<file path="config.mk">
export PLATFORM = sky130hd
export DESIGN_NAME = lookup_stage
export DESIGN_NICKNAME = d
export VERILOG_FILES = /design/src/logic/dcache_pkg.sv /design/src/logic/lookup_stage.sv
export SDC_FILE = /design/constraint.sdc
export NUM_CORES = 1
export LEC_CHECK = 0
export BUFFER_PORTS_ARGS = -buffer_cell sky130_fd_sc_hd__buf_4
export CAP_MARGIN = 40
export CORE_AREA = 3 3 183 185
export CTS_CLUSTER_SIZE = 10
export DETAILED_ROUTE_END_ITERATION = 12
export DIE_AREA = 0 0 186 188
export PLACE_DENSITY = 0.54
export SKIP_LAST_GASP = 1
export SLEW_MARGIN = 10
export SYNTH_ARGS = -nofsm -noshare
export SYNTH_HDL_FRONTEND = slang
export SYNTH_SLANG_ARGS = --single-unit
</file>
<file path="constraint.sdc">
create_clock -name clk -period 3.85 [get_ports clk]
set_input_delay 0.385 -clock clk [delete_from_list [all_inputs] [get_ports clk]]
set_output_delay 0.385 -clock clk [all_outputs]
set_load 0.05 [all_outputs]
</file>
<file path="src/logic/dcache_pkg.sv">
package dcache_pkg;

    localparam int WAY_NUM    = 2;
    localparam int WORD_BYTES = 4;

    // defaults handed down by the top level
    localparam int line_words_default = 4;
    localparam int set_num_default    = 16;

    typedef enum logic {
        OP_LOAD  = 1'b0,
        OP_STORE = 1'b1
    } mem_op_e;

    typedef struct packed {
        logic        valid;
        mem_op_e     op;
        logic [31:0] addr;
        logic [3:0]  wstrb;
        logic [31:0] wdata;
    } cpu_req_t;

    typedef struct packed {
        logic        valid;
        logic [31:0] rdata;
    } cpu_resp_t;

    typedef enum logic [2:0] {
        LOOKUP,
        MISS_DIRTY,  // victim write request pending
        WRITEBACK,
        MISS_CLEAN,  // line read request pending
        REFILL,
        REFILL_DONE  // arrays re-read at the stalled index
    } miss_state_e;

    // one bit per way, at most one set
    typedef logic [WAY_NUM-1:0] way_sel_t;

endpackage

</file>
<file path="src/logic/lookup_stage.sv">
module lookup_stage import dcache_pkg::*; #(
    parameter int  LINE_WORDS = line_words_default,
    parameter int  SET_NUM    = set_num_default,
    localparam int INDEX_W    = $clog2(SET_NUM),
    localparam int OFFSET_W   = $clog2(LINE_WORDS * WORD_BYTES)
) (
    input  logic                                  clk,
    input  logic                                  reset,
    input  cpu_req_t                              req,
    input  logic                                  stall,
    output logic [INDEX_W-1:0]                    read_index,
    input  way_sel_t                              hit,
    input  logic [WAY_NUM-1:0][LINE_WORDS*32-1:0] way_words,
    output cpu_resp_t                             resp,
    output cpu_req_t                              cur_req,
    output logic                                  store_we,
    output logic [31:0]                           store_word
);
    localparam int WORD_W = OFFSET_W - 2;

    logic              fwd_valid;
    logic [29:0]       fwd_addr;
    logic [31:0]       fwd_word;
    logic              fwd_hit;
    logic [WORD_W-1:0] word_sel;
    logic [31:0]       array_word;
    logic [31:0]       load_word;

    // held request keeps its set on the array address while stalled
    assign read_index = stall ? cur_req.addr[OFFSET_W +: INDEX_W]
                              : req.addr[OFFSET_W +: INDEX_W];

    always_ff @(posedge clk) begin
        if (reset) begin
            cur_req <= '0;
        end else if (!stall) begin
            cur_req <= req;
        end
    end

    assign word_sel   = cur_req.addr[OFFSET_W-1:2];
    assign array_word = way_words[hit[1]][word_sel*32 +: 32];

    // the array read for this request saw the word before the last store landed
    assign fwd_hit   = fwd_valid && (fwd_addr == cur_req.addr[31:2]);
    assign load_word = fwd_hit ? fwd_word : array_word;

    always_comb begin
        for (int b = 0; b < WORD_BYTES; b++) begin
            store_word[b*8 +: 8] = cur_req.wstrb[b] ? cur_req.wdata[b*8 +: 8]
                                                    : load_word[b*8 +: 8];
        end
    end

    always_comb begin
        resp.valid = cur_req.valid && (|hit);
        resp.rdata = load_word;
    end

    assign store_we = resp.valid && (cur_req.op == OP_STORE);

    always_ff @(posedge clk) begin
        if (reset) begin
            fwd_valid <= 1'b0;
        end else if (stall) begin
            fwd_valid <= 1'b0;  // refill path re-reads the arrays
        end else begin
            fwd_valid <= store_we;
        end
    end

    always_ff @(posedge clk) begin
        if (store_we) begin
            fwd_addr <= cur_req.addr[31:2];
            fwd_word <= store_word;
        end
    end

    // a set never holds one tag in both ways
    assert property (@(posedge clk) disable iff (reset) cur_req.valid |-> $onehot0(hit));

endmodule

</file>
# Yosys cells after proc, flatten, opt, wreduce, memory -nomap -nowiden
# Index checks and enable logic that the tools add are counted.
[op_classes] magnitude_cmp=1 shift=1 eq_ne=1 n_mux=8 reduce_logical=5
[ops] op="2-to-1 mux 128 bit" count=2
[ops] op="indexed part select 128 x 8 -> 32 bit" count=1
[ops] op="2-to-1 mux 32 bit" count=1
[ops] op="2-to-1 mux 8 bit" count=4
[ops] op="== test 30 bit" count=1
[ops] op="2-to-1 mux 4 bit" count=1
[ops] op="OR reduction 2 bit" count=2
[ops] op="logical AND 1 bit" count=3
[ops] op="less-than comparator 1 x 2 -> 1 bit (second input constant)" count=1
[word_totals] ff_bits=133 input_bits=331 output_inout_bits=140 elab_cells=24

# Longest topological paths before layout
# Gate-level depths: netlist (run 1).
[logic_depth] ltp_word=5 mapped_depth=8 depth_no_buf=5

# Worst setup path after synthesis (run 1)
# Ideal clock, no wire load.
[synth_timing] kind="input to register" from="input port hit[1]" to="register fwd_addr[0], enable pin" n_path_buf=2 required_ps=3406 path_stages=4 path_slack_ps=126 arrival_time_ps=3281 setup_ps=444 cell_sequence="buf_2 buf_2 o21a_1 and2_1"
[synth_lines] element="from (decl)" line_no="lookup_stage.sv:12" rtl="input way_sel_t hit,"
[synth_lines] element="to (signal assigned)" line_no="lookup_stage.sv:74" rtl="fwd_addr <= cur_req.addr[31:2];"
[synth_lines] element="to (decl)" line_no="lookup_stage.sv:22" rtl="logic [29:0] fwd_addr;"

# Worst setup path after layout (run 1)
[layout_timing] from="register cur_req[48] (netlist name)" to="output port store_word[15]"
[layout_between] elab_chain_cells=4
[layout_rtl] element="from (decl)" line_no="lookup_stage.sv:15" rtl="output cpu_req_t cur_req,"
[layout_rtl] element="from (signal assigned)" line_no="lookup_stage.sv:37" rtl="cur_req <= req;"
[layout_rtl] element="== test 30 bit" line_no="lookup_stage.sv:45" rtl="assign fwd_hit = fwd_valid && (fwd_addr == cur_req.addr[31:2]);"
[layout_rtl] element="logical AND 1 bit" line_no="lookup_stage.sv:45"
[layout_rtl] element="2-to-1 mux 32 bit" line_no="lookup_stage.sv:46" rtl="assign load_word = fwd_hit ? fwd_word : array_word;"
[layout_rtl] element="2-to-1 mux 8 bit" line_no="lookup_stage.sv:50" rtl="store_word[b*8 +: 8] = cur_req.wstrb[b] ? cur_req.wdata[b*8 +: 8]"
[layout_rtl] element="to (decl)" line_no="lookup_stage.sv:17" rtl="output logic [31:0] store_word"
# No other way between the ends.

==> results of run 1 <==
-- power by group through the flow --
| stage | clock [mW] | sequential, mW | combinational [mW] |
|---|---|---|---|
| final | 1.65 | 1.60 | 1.62 |
| after global routing | 1.78 | 1.61 | 1.71 |
| after CTS | 1.72 | 1.60 | 1.63 |
| after detailed placement | 0 | 1.63 | 1.63 |
| after global placement | 0 | 1.64 | 1.60 |
| after floorplan | 0 | 1.76 | 0.869 |
-- cells in the final DEF (no fill, tap or decap), types with 3 or more instances in the layout --
| cell type | netlist | final |
|---|---|---|
| buf_4 | 0 | 476 |
| nor2_1 | 98 | 98 |
| dfxtp_1 | 71 | 69 |
| mux2i_1 | 66 | 66 |
| mux4_2 | 64 | 64 |
| edfxtp_1 | 62 | 62 |
| mux2_2 | 40 | 40 |
| o21ai_0 | 32 | 32 |
| nand2b_1 | 32 | 32 |
| o311a_1 | 32 | 32 |
| mux2_4 | 28 | 28 |
| clkbuf_16 | 0 | 17 |
| xnor2_1 | 15 | 15 |
| xor2_1 | 15 | 15 |
| inv_6 | 0 | 6 |
| nand4_1 | 5 | 5 |
| buf_12 | 0 | 5 |
| nor2b_1 | 4 | 4 |
| nor4_1 | 3 | 3 |
| clkinvlp_4 | 0 | 3 |
| inv_8 | 0 | 3 |
-- worst reg2reg max path, delay by kind of cell, from the launching register on --
family / cells / cell delay (ns)
buffers and inverters: 1 / 0.26
AND/OR/NAND/NOR: 3 / 1.40
flip-flops: 1 / 0.41
AO/OA/AOI/OAI: 1 / 0.40
XOR/XNOR: 1 / 0.15
-- logic make-up after synthesis --
logic type	after synthesis
xor+xnor	30
buf+inv	55
simple gates	147
flops	133
mux	198
compound gates	65
-- per-layer routing --
metal | GRT usage [%] | wire (µm) | up-vias
met5 | 0 | 0 | -
met4 | 4.24 | 554 | 0
met3 | 4.02 | 2290 | 26
met2 | 29.3 | 15700 | 298
met1 | 23.2 | 13900 | 3514
li1 | - | - | 3300
-- per-stage QoR --
step                      setup slack [ns]  total power, mW
after floorplan                      0.126             2.63
after global placement               0.644             3.24
after detailed placement             0.658             3.26
after CTS                            0.193             4.95
after global routing                0.0943             5.09
final                                0.236             4.87
-- Yosys cell counts, types with 3 or more instances --
master / instances / area share, %
nor2_1: 98 / 4.6
dfxtp_1: 71 / 18
mux2i_1: 66 / 8.3
mux4_2: 64 / 18
edfxtp_1: 62 / 23
mux2_2: 40 / 5.7
clkbuf_1: 34 / 1.6
nand2b_1: 32 / 2.5
o21ai_0: 32 / 2.0
o311a_1: 32 / 4.0
mux2_4: 28 / 5.3
xnor2_1: 15 / 1.7
xor2_1: 15 / 1.7
buf_2: 10 / 0.63
buf_6: 7 / 0.99
nand4_1: 5 / 0.39
buf_1: 4 / 0.19
nor2b_1: 4 / 0.31
nor4_1: 3 / 0.24
-- sequential cells by signal, summed over array words and instances, names as in the netlist --
name,cells
fwd_word,32
fwd_valid,1
cur_req,70
fwd_addr,30
-- cell type report --
cell class	count	share of cell area [%]
Multi-Input combinational cell	440	35.2
Clock buffer	17	3.40
Timing Repair Buffer	484	29.7
Tap cell	408	4.08
Clock inverter	15	1.28
Sequential cell	133	26.3
-- worst paths after layout --
kind / cells after the start / start / slack (ns) / to
setup reg to reg: 6 / cur_req[48] / 0.97 / fwd_word[14]
hold reg to reg: 0 / cur_req[41] / 0.51 / fwd_addr[3]
setup / recovery: 7 / cur_req[48] / 0.24 / store_word[15]
hold / removal: 3 / req[49] / 0.20 / cur_req[49]
==> impl_results.md, run 1 <==
- Outcome: finished, final reports clean
- Worst Path Buf+Inv: 2
- Global Route Usage Sum: between 15 and 20%
- Post-CTS Hold Fix Bufs: 0
- ANT nets after route: 0
- Slowest stage delay, CP: 0.76 ns
- Count of cells resized by post-cts repair: 0
- Simple-Gate Fraction of Synth Area: about 8.5%
- Row cnt: 66
- TritonCTS clock tree: done
- Mapped cell area: 0.00796 mm²
- Fraction of synthesized area in multiplexers: between 30% and 40%
- Initial antenna violation count: 0
- Netlist cell types: 25
- Overall routed net length: between 30000 and 40000 µm
- Post-Synth Adder-Cell Area: 0%
- Int Pwr: 3.18 mW
- Antenna diodes: 0
- Post-CTS Setup Inserts: 0
- Critical path data arrival time: roughly 3.2 ns
- Power share of the sequential group: about a third
- Layout cells sized above 1: approximately 60%
- Clock share of power: ~34%
- Rel. slew slack: between 40 and 50%
- Worst Path Max Fanout: 35
- Top delay family on crit path: simple AND/OR/NAND/NOR gates
- Switching share of total power: about a third
- Post-synthesis sequential area ratio: approximately two fifths
- Complex-gate fraction of the synthesized area: just over 6%
- Synth Instances: about 630
- Nets: 1407
- Drc violations: 0
- DRT iter0 DRCs: 309
- Lkg Pwr: about 5.5 nW
- Die ar.: between 0.03 and 0.04 mm²
- H-tree levels: 4
- Clock skew: 0.0140 ns
- Clock root cell: clkbuf_16
- FF+latch count, synth: ~130
- Multi-input logic area: ~0.0044 mm²
- Register area: roughly 0.0033 mm²
- First-pass GRT wire length: approximately 47000 µm
- Crit. End Element: primary output
- Vias in the first global route: roughly 7400
- Hold Fails Final Rpt: 0
- PD cells: ~400 mW/mm²
- Fillers: about 3200
- Post-route setup TNS: 0 ns
- Avg Cell Area, Syn: 12.7 µm²
- Layout area overhead: 57.2%
- Slew @ Worst Pin: approximately 0.83 ns
- Skew-Pair Late Insertion Delay: 0.41 ns
- CP max stage cell: or4_4
- Largest net degree at the start of global routing: 46
- Clk buf depth: 2
- Port bufs: between 400 and 500
- I/O pin count: between 400 and 500
- Worst min-delay path class: in -> reg
- Final Cycle Share: approximately 94%
- Die Width: between 150 and 200 µm
- Post-route cell area: between 0.01 and 0.015 mm²
- Crit start category: flip-flop
- Ys async rst share: 0%
- Clock transition at the registers of the reported paths: ~0.070 ns
- Placed insts: between 1000 and 1500
- Critical-path cell list: xnor2_1 -> nand4_1 -> or4_4 -> or2_4 -> buf_12 -> o311a_1 -> buf_4
- Vias per inst: about 4.8
- Critical path class: reg -> out
- Initial Util: between 20% and 30%
- Final Core Density: between 30% and 40%
- Total of max-cap violations: 0
- Post-Synth XOR/XNOR Area: under 10%
- Clk sinks: around 130
- Slew Viols, Final: 0
- Yosys warning count: 0
- Cell Area, Placed: around 0.012 mm²
- Average wire per standard cell: 21.6 µm
- Unrepaired setup endpoints after global routing: no
- Detailed Place HPWL: about 25000 µm
- Worst Path Required: roughly 3.5 ns
- Vias: between 7000 and 8000
- Main synth FF type: dfxtp_1
- Total CTS buffers: 17
- Post-synth EDFFs: 62
- GPL Wtd Cong: approximately 0.83
- Drt first pass iters: 4
- Area of the core: around 0.032 mm²
- Die height: between 150 and 200 µm
- Largest family of logic cells by synthesized area: multiplexers
- # setup viols final: 0
- Max Fclk: approximately 0.28 GHz
- Final hold slack: 0.197 ns
- Final critical-path required period: around 3.6 ns
- Worst VDD drop: between 0.0002 and 0.00025 V
- GR Overflow Total: 0
- Net Switching: 1.68 mW
- Mapped Nets: ~960
- Fin cells: approximately 1500
- Combinational share of power: 33.3%
Power figures use the tool's default switching activity.
==> inputs of run 2 (changes only) <==
RECOVER_POWER = 100   (was unset)
==> impl_results.md, run 2 (same netlist as run 1, synthesis figures left out) <==
- Worst min-delay path class: in -> reg
- Layout area overhead: 51.0%
- M1 WL: between 10000 and 15000 µm
- Regs by FF count: cur_req: 70 flops, fwd_word: 32 flops, fwd_addr: 30 flops
- Crit. End Element: primary output
- Drc violations: 0
- Slowest stage delay, CP: around 0.76 ns
- Combinational share of power: between 30% and 40%
- Hold Fails Final Rpt: 0
- Critical path data arrival time: 3.24 ns
- Clock root cell: clkbuf_16
- Port bufs: 470
- Critical path class: reg -> out
- Die ar.: around 0.035 mm²
- GR Overflow Total: 0
- Final Cycle Share: 94.1%
- Total CTS buffers: 17
- Unrepaired setup endpoints after global routing: no
- Worst Path Buf+Inv: 2
- Met2 routed WL: 15600 µm
- Outcome: finished with violations
- Net Switching: between 1.5 and 2 mW
- Total of max-cap violations: 1
- Power share of the sequential group: 33.6%
- Initial antenna violation count: 0
- Violated checks: max-capacitance violations, max-slew violations
- Register-to-Register Setup Slack: about 0.99 ns
- First-pass GRT wire length: around 47000 µm
- Fillers: approximately 3300
- ANT nets after route: 0
- Antenna diodes: 0
- Post-CTS Hold Fix Bufs: 0
- Routed wl met3: between 2000 and 2500 µm
- Skew-Pair Late Insertion Delay: just over 0.4 ns
- Initial Util: about 25%
- Lkg Pwr: 5.13 nW
- Worst Path Max Fanout: 35
- Max Fclk: ~0.28 GHz
- Clock share of power: between 30% and 40%
- Post-route setup TNS: 0 ns
- Die Width: 186 µm
- Largest net degree at the start of global routing: 46
- GPL Wtd Cong: approximately 0.83
- Clk buf depth: 2
- Largest reg by FF count: cur_req
- Register area: approximately 0.0033 mm²
- Vias per inst: around 4.8
- Nets: 1407
- Slew Viols, Final: 46
- Top delay family on crit path: simple AND/OR/NAND/NOR gates
- Final hold slack: 0.197 ns
- Worst VDD drop: approximately 0.00021 V
- Critical-path cell list: xnor2_1 -> nand4_1 -> or4_4 -> or2_4 -> buf_12 -> mux2_4 -> clkbuf_2
- Drt first pass iters: 4
- DRT iter0 DRCs: 307
- Slew @ Worst Pin: 1.62 ns
- I/O pin count: roughly 470
- Largest register FFs: 70
- Commonest non-fill, non-tap cells in the layout: 338 x buf_4, 98 x nor2_1, 76 x clkbuf_1, 69 x dfxtp_1, 66 x mux2i_1
- Global Route Usage Sum: 17.6%
- Vias in the first global route: 7406
- Most common cell after layout, fill and taps aside: buf_4
- Int Pwr: ~3 mW
- Switching share of total power: approximately a third
- Clk sinks: between 100 and 150
- Average wire per standard cell: 21.6 µm
- Area of the core: approximately 0.032 mm²
- Worst Path Required: 3.46 ns
- TritonCTS clock tree: done
- Overall routed net length: around 32000 µm
- Final critical-path required period: around 3.6 ns
- Rel. slew slack: -8.07%
- Crit start category: flip-flop
- Layout cells sized above 1: between 50% and 60%
- DR top layer: met4
- Clock transition at the registers of the reported paths: about 0.070 ns
- # setup viols final: 0
- PD cells: around 400 mW/mm²
- Die height: 188 µm
- Post-CTS Setup Inserts: 0
- Clock skew: approximately 0.014 ns
- Row cnt: 66
- Detailed Place HPWL: roughly 25000 µm
- CP max stage cell: or4_4
- Multi-input logic area: between 0.004 and 0.005 mm²
- Count of cells resized by post-cts repair: 0
- H-tree levels: 4
- Vias: approximately 7000
==> run 2: changes by cell type in the layout (fill, tap and decap cells not counted), sizes merged <==
cell	delta
clkbuf	+121
buf	-121
==> run 2: tightest hold or removal path: cells and delay by family <==
kind / cells / cell delay [ns]
buf+inv: 1 / 0.07
simple gates: 1 / 0.07
mux: 1 / 0.05
==> run 2: layout make-up <==
class / instances / area share (%)
multi-input cells: 440 / 36.7
flip-flops and latches: 133 / 27.4
repair buffers: 484 / 26.8
well taps: 408 / 4.25
clock buffers: 17 / 3.54
clock inverters: 15 / 1.33
==> run 2: power by group through the flow <==
stage               combinational [mW]  sequential [mW]  clock [mW]
detailed placement                1.63             1.63           0
CTS                               1.63             1.60        1.72
global route                      1.60             1.61        1.78
finish                            1.51             1.60        1.65
global placement                  1.60             1.64           0
floorplan                        0.869             1.76           0
==> run 2: path summary, 6_finish.rpt <==
kind / startpoint / to / depth (start not counted)
setup / recovery: cur_req[48] / resp[11] / 7
hold reg to reg: cur_req[41] / fwd_addr[3] / 0
setup reg to reg: cur_req[48] / fwd_word[12] / 6
hold / removal: req[49] / cur_req[49] / 3
==> run 2: layer usage <==
layer / up-vias / track usage, %
li1: 3298 / -
met4: 0 / 4.24
met5: - / 0
met3: 24 / 4.02
met2: 295 / 29.3
met1: 3537 / 23.2
==> run 2: per-stage QoR <==
stage / power (mW) / instances / utilization (%) / worst slack (ns) / cell area, µm²
after floorplan: 2.63 / 628 / - / 0.126 / 7960
after global placement: 3.24 / 1460 / 36.8 / 0.644 / 11800
after detailed placement: 3.26 / 1465 / 37.0 / 0.658 / 11900
after CTS: 4.95 / 1497 / 38.8 / 0.193 / 12500
after global routing: 4.98 / 1497 / 37.3 / 0.0751 / 12000
final: 4.76 / 1497 / 37.3 / 0.226 / 12000
==> inputs of run 3 (changes only) <==
CORE_AREA = 2 2 182 184   (was 3 3 183 185)
DIE_AREA = 0 0 184 186   (was 0 0 186 188)
clock period = 4.69 ns   (was 3.85 ns; I/O delays follow)
==> impl_results.md, run 3 (same netlist as run 1, synthesis figures left out) <==
- Outcome: finished with violations
- Violated checks: max-capacitance violations, max-slew violations
- Placed insts: ~1500
- Die ar.: 0.0342 mm²
- Register area: approximately 0.0033 mm²
- Most common cell after layout, fill and taps aside: buf_4
- Vias per inst: ~4.8
- # setup viols final: 0
- Clock transition at the registers of the reported paths: about 0.07 ns
- Total CTS buffers: 17
- Slew Viols, Final: 67
- Clock root cell: clkbuf_16
- Reg-to-reg endpoint: fwd_word[23]
- Fillers: about 3300
- GR Overflow Total: 0
- Count of cells resized by post-cts repair: 0
- First-pass GRT wire length: ~46000 µm
- Drt first pass iters: 5
- Commonest non-fill, non-tap cells in the layout: 340 x buf_4, 138 x clkbuf_1, 98 x nor2_1, 70 x dfxtp_1, 66 x mux2i_1
- Vias in the first global route: ~7200
- Max Fclk: 0.244 GHz
- Register-to-Register Setup Slack: 1.53 ns
- Critical path class: reg -> out
- PD cells: 325 mW/mm²
- Critical path data arrival time: around 3.6 ns
- Multi-input logic area: about 0.0044 mm²
- Clock skew: ~0.015 ns
- Largest net degree at the start of global routing: 48
- Final critical-path required period: between 4 and 5 ns
- Overall routed net length: ~33000 µm
- Layout area overhead: 50.4%
- Average wire per standard cell: roughly 22 µm
- Worst min-delay path class: in -> reg
- Vias: approximately 7200
- Initial Util: between 20% and 30%
- TritonCTS clock tree: done
- Worst VDD drop: 0.000277 V
- Rel. slew slack: -126%
- Final Cycle Share: ~88%
- Final Core Density: a little under two fifths
- Total of max-cap violations: 2
- Crit start category: flip-flop
- Crit. End Element: primary output
- Die Width: between 150 and 200 µm
- ANT nets after route: 0
- Largest reg by FF count: cur_req
- Hold path start: req[17]
- Post-CTS Hold Fix Bufs: 0
- I/O pin count: 471
- Global Route Usage Sum: between 10% and 20%
- Port bufs: 470
- Skew-Pair Late Insertion Delay: around 0.42 ns
- Worst reg2reg startpoint: cur_req[38]
- Drc violations: 0
- Fin cells: 1500
- Post-CTS Setup Inserts: 0
- Initial antenna violation count: 3
- Hold Path Stages: 3
- Largest register FFs: 70
- Unrepaired setup endpoints after global routing: no
- Lkg Pwr: a little under 5 nW
- Nets: between 1000 and 1500
- Hold EP: cur_req[17]
- Clk buf depth: 2
- Layout cells sized above 1: between 40% and 50%
- Die height: 186 µm
- H-tree levels: 4
- Hold Fails Final Rpt: 0
- Slew @ Worst Pin: 3.39 ns
- Regs by FF count: cur_req: 70 flops, fwd_word: 32 flops, fwd_addr: 30 flops
- Clk sinks: about 130
- Detailed Place HPWL: roughly 25000 µm
- Row cnt: 66
- Area of the core: between 0.03 and 0.04 mm²
- Worst Path Required: 4.22 ns
- GPL Wtd Cong: 0.829
- Post-route setup TNS: 0 ns
- Worst Path Max Fanout: between 40 and 50
- DRT iter0 DRCs: about 310
- R2R depth: 7
==> run 3: cell types whose count changed in the layout (fill, tap and decap cells not counted), sizes merged <==
cell | previous run | this run
buf | 363 | 345
clkbuf | 138 | 156
diode | 0 | 3
clkinv | 2 | 4
clkinvlp | 3 | 1
bufinv | 1 | 0
inv | 9 | 10
==> run 3: worst max path at each step <==
stage / slack (ns) / endpoint / from
floorplan: 0.86 / store_we / hit[1]
global placement: 1.33 / store_word[19] / fwd_addr[9]
detailed placement: 1.28 / store_word[23] / fwd_addr[9]
CTS: 0.82 / store_word[23] / fwd_addr[9]
global route: 0.40 / store_word[7] / cur_req[38]
finish: 0.59 / store_word[23] / cur_req[38]
==> run 3: metrics by stage <==
stage	total power, mW	area [µm²]	setup slack, ns	hold slack, ns
after floorplan	2.16	7960	0.856	0.613
after global placement	2.66	11800	1.33	0.479
after detailed placement	2.68	11900	1.28	0.491
after CTS	4.06	12500	0.821	0.256
after global routing	4.07	12000	0.404	0.266
final	3.89	12000	0.586	0.275
==> run 3: cell type report <==
class                           instances  share of cell area (%)
Multi-Input combinational cell        440                    36.8
Sequential cell                       133                    27.4
Timing Repair Buffer                  484                    26.5
Tap cell                              408                    4.26
Clock buffer                           17                    3.55
Clock inverter                         15                    1.32
Antenna cell                            3                  0.0627
==> run 3: layer usage <==
| layer | global-route usage [%] | up-vias | share of wire, % |
|---|---|---|---|
| li1 | - | 3299 | - |
| met1 | 23.1 | 3583 | 42 |
| met2 | 30.5 | 317 | 49 |
| met3 | 4.42 | 26 | 7.0 |
| met4 | 4.90 | 0 | 1.4 |
| met5 | 0 | - | 0 |
==> run 3: worst max-delay path, cell delays in order (launching register included) <==
cell,delay [ns]
dfxtp_1,0.34
clkbuf_1,0.99
buf_16,0.32
mux4_2,0.38
mux2_1,0.38
nor2_1,0.11
o21ai_0,0.12
o311a_1,0.18
clkbuf_1,0.31
==> run 3: where the power goes <==
group	internal (mW)	total [mW]	switching [mW]
combinational	0.490	1.23	0.743
sequential	1.27	1.31	0.0397
clock	0.715	1.35	0.634
total	2.47	3.89	1.42
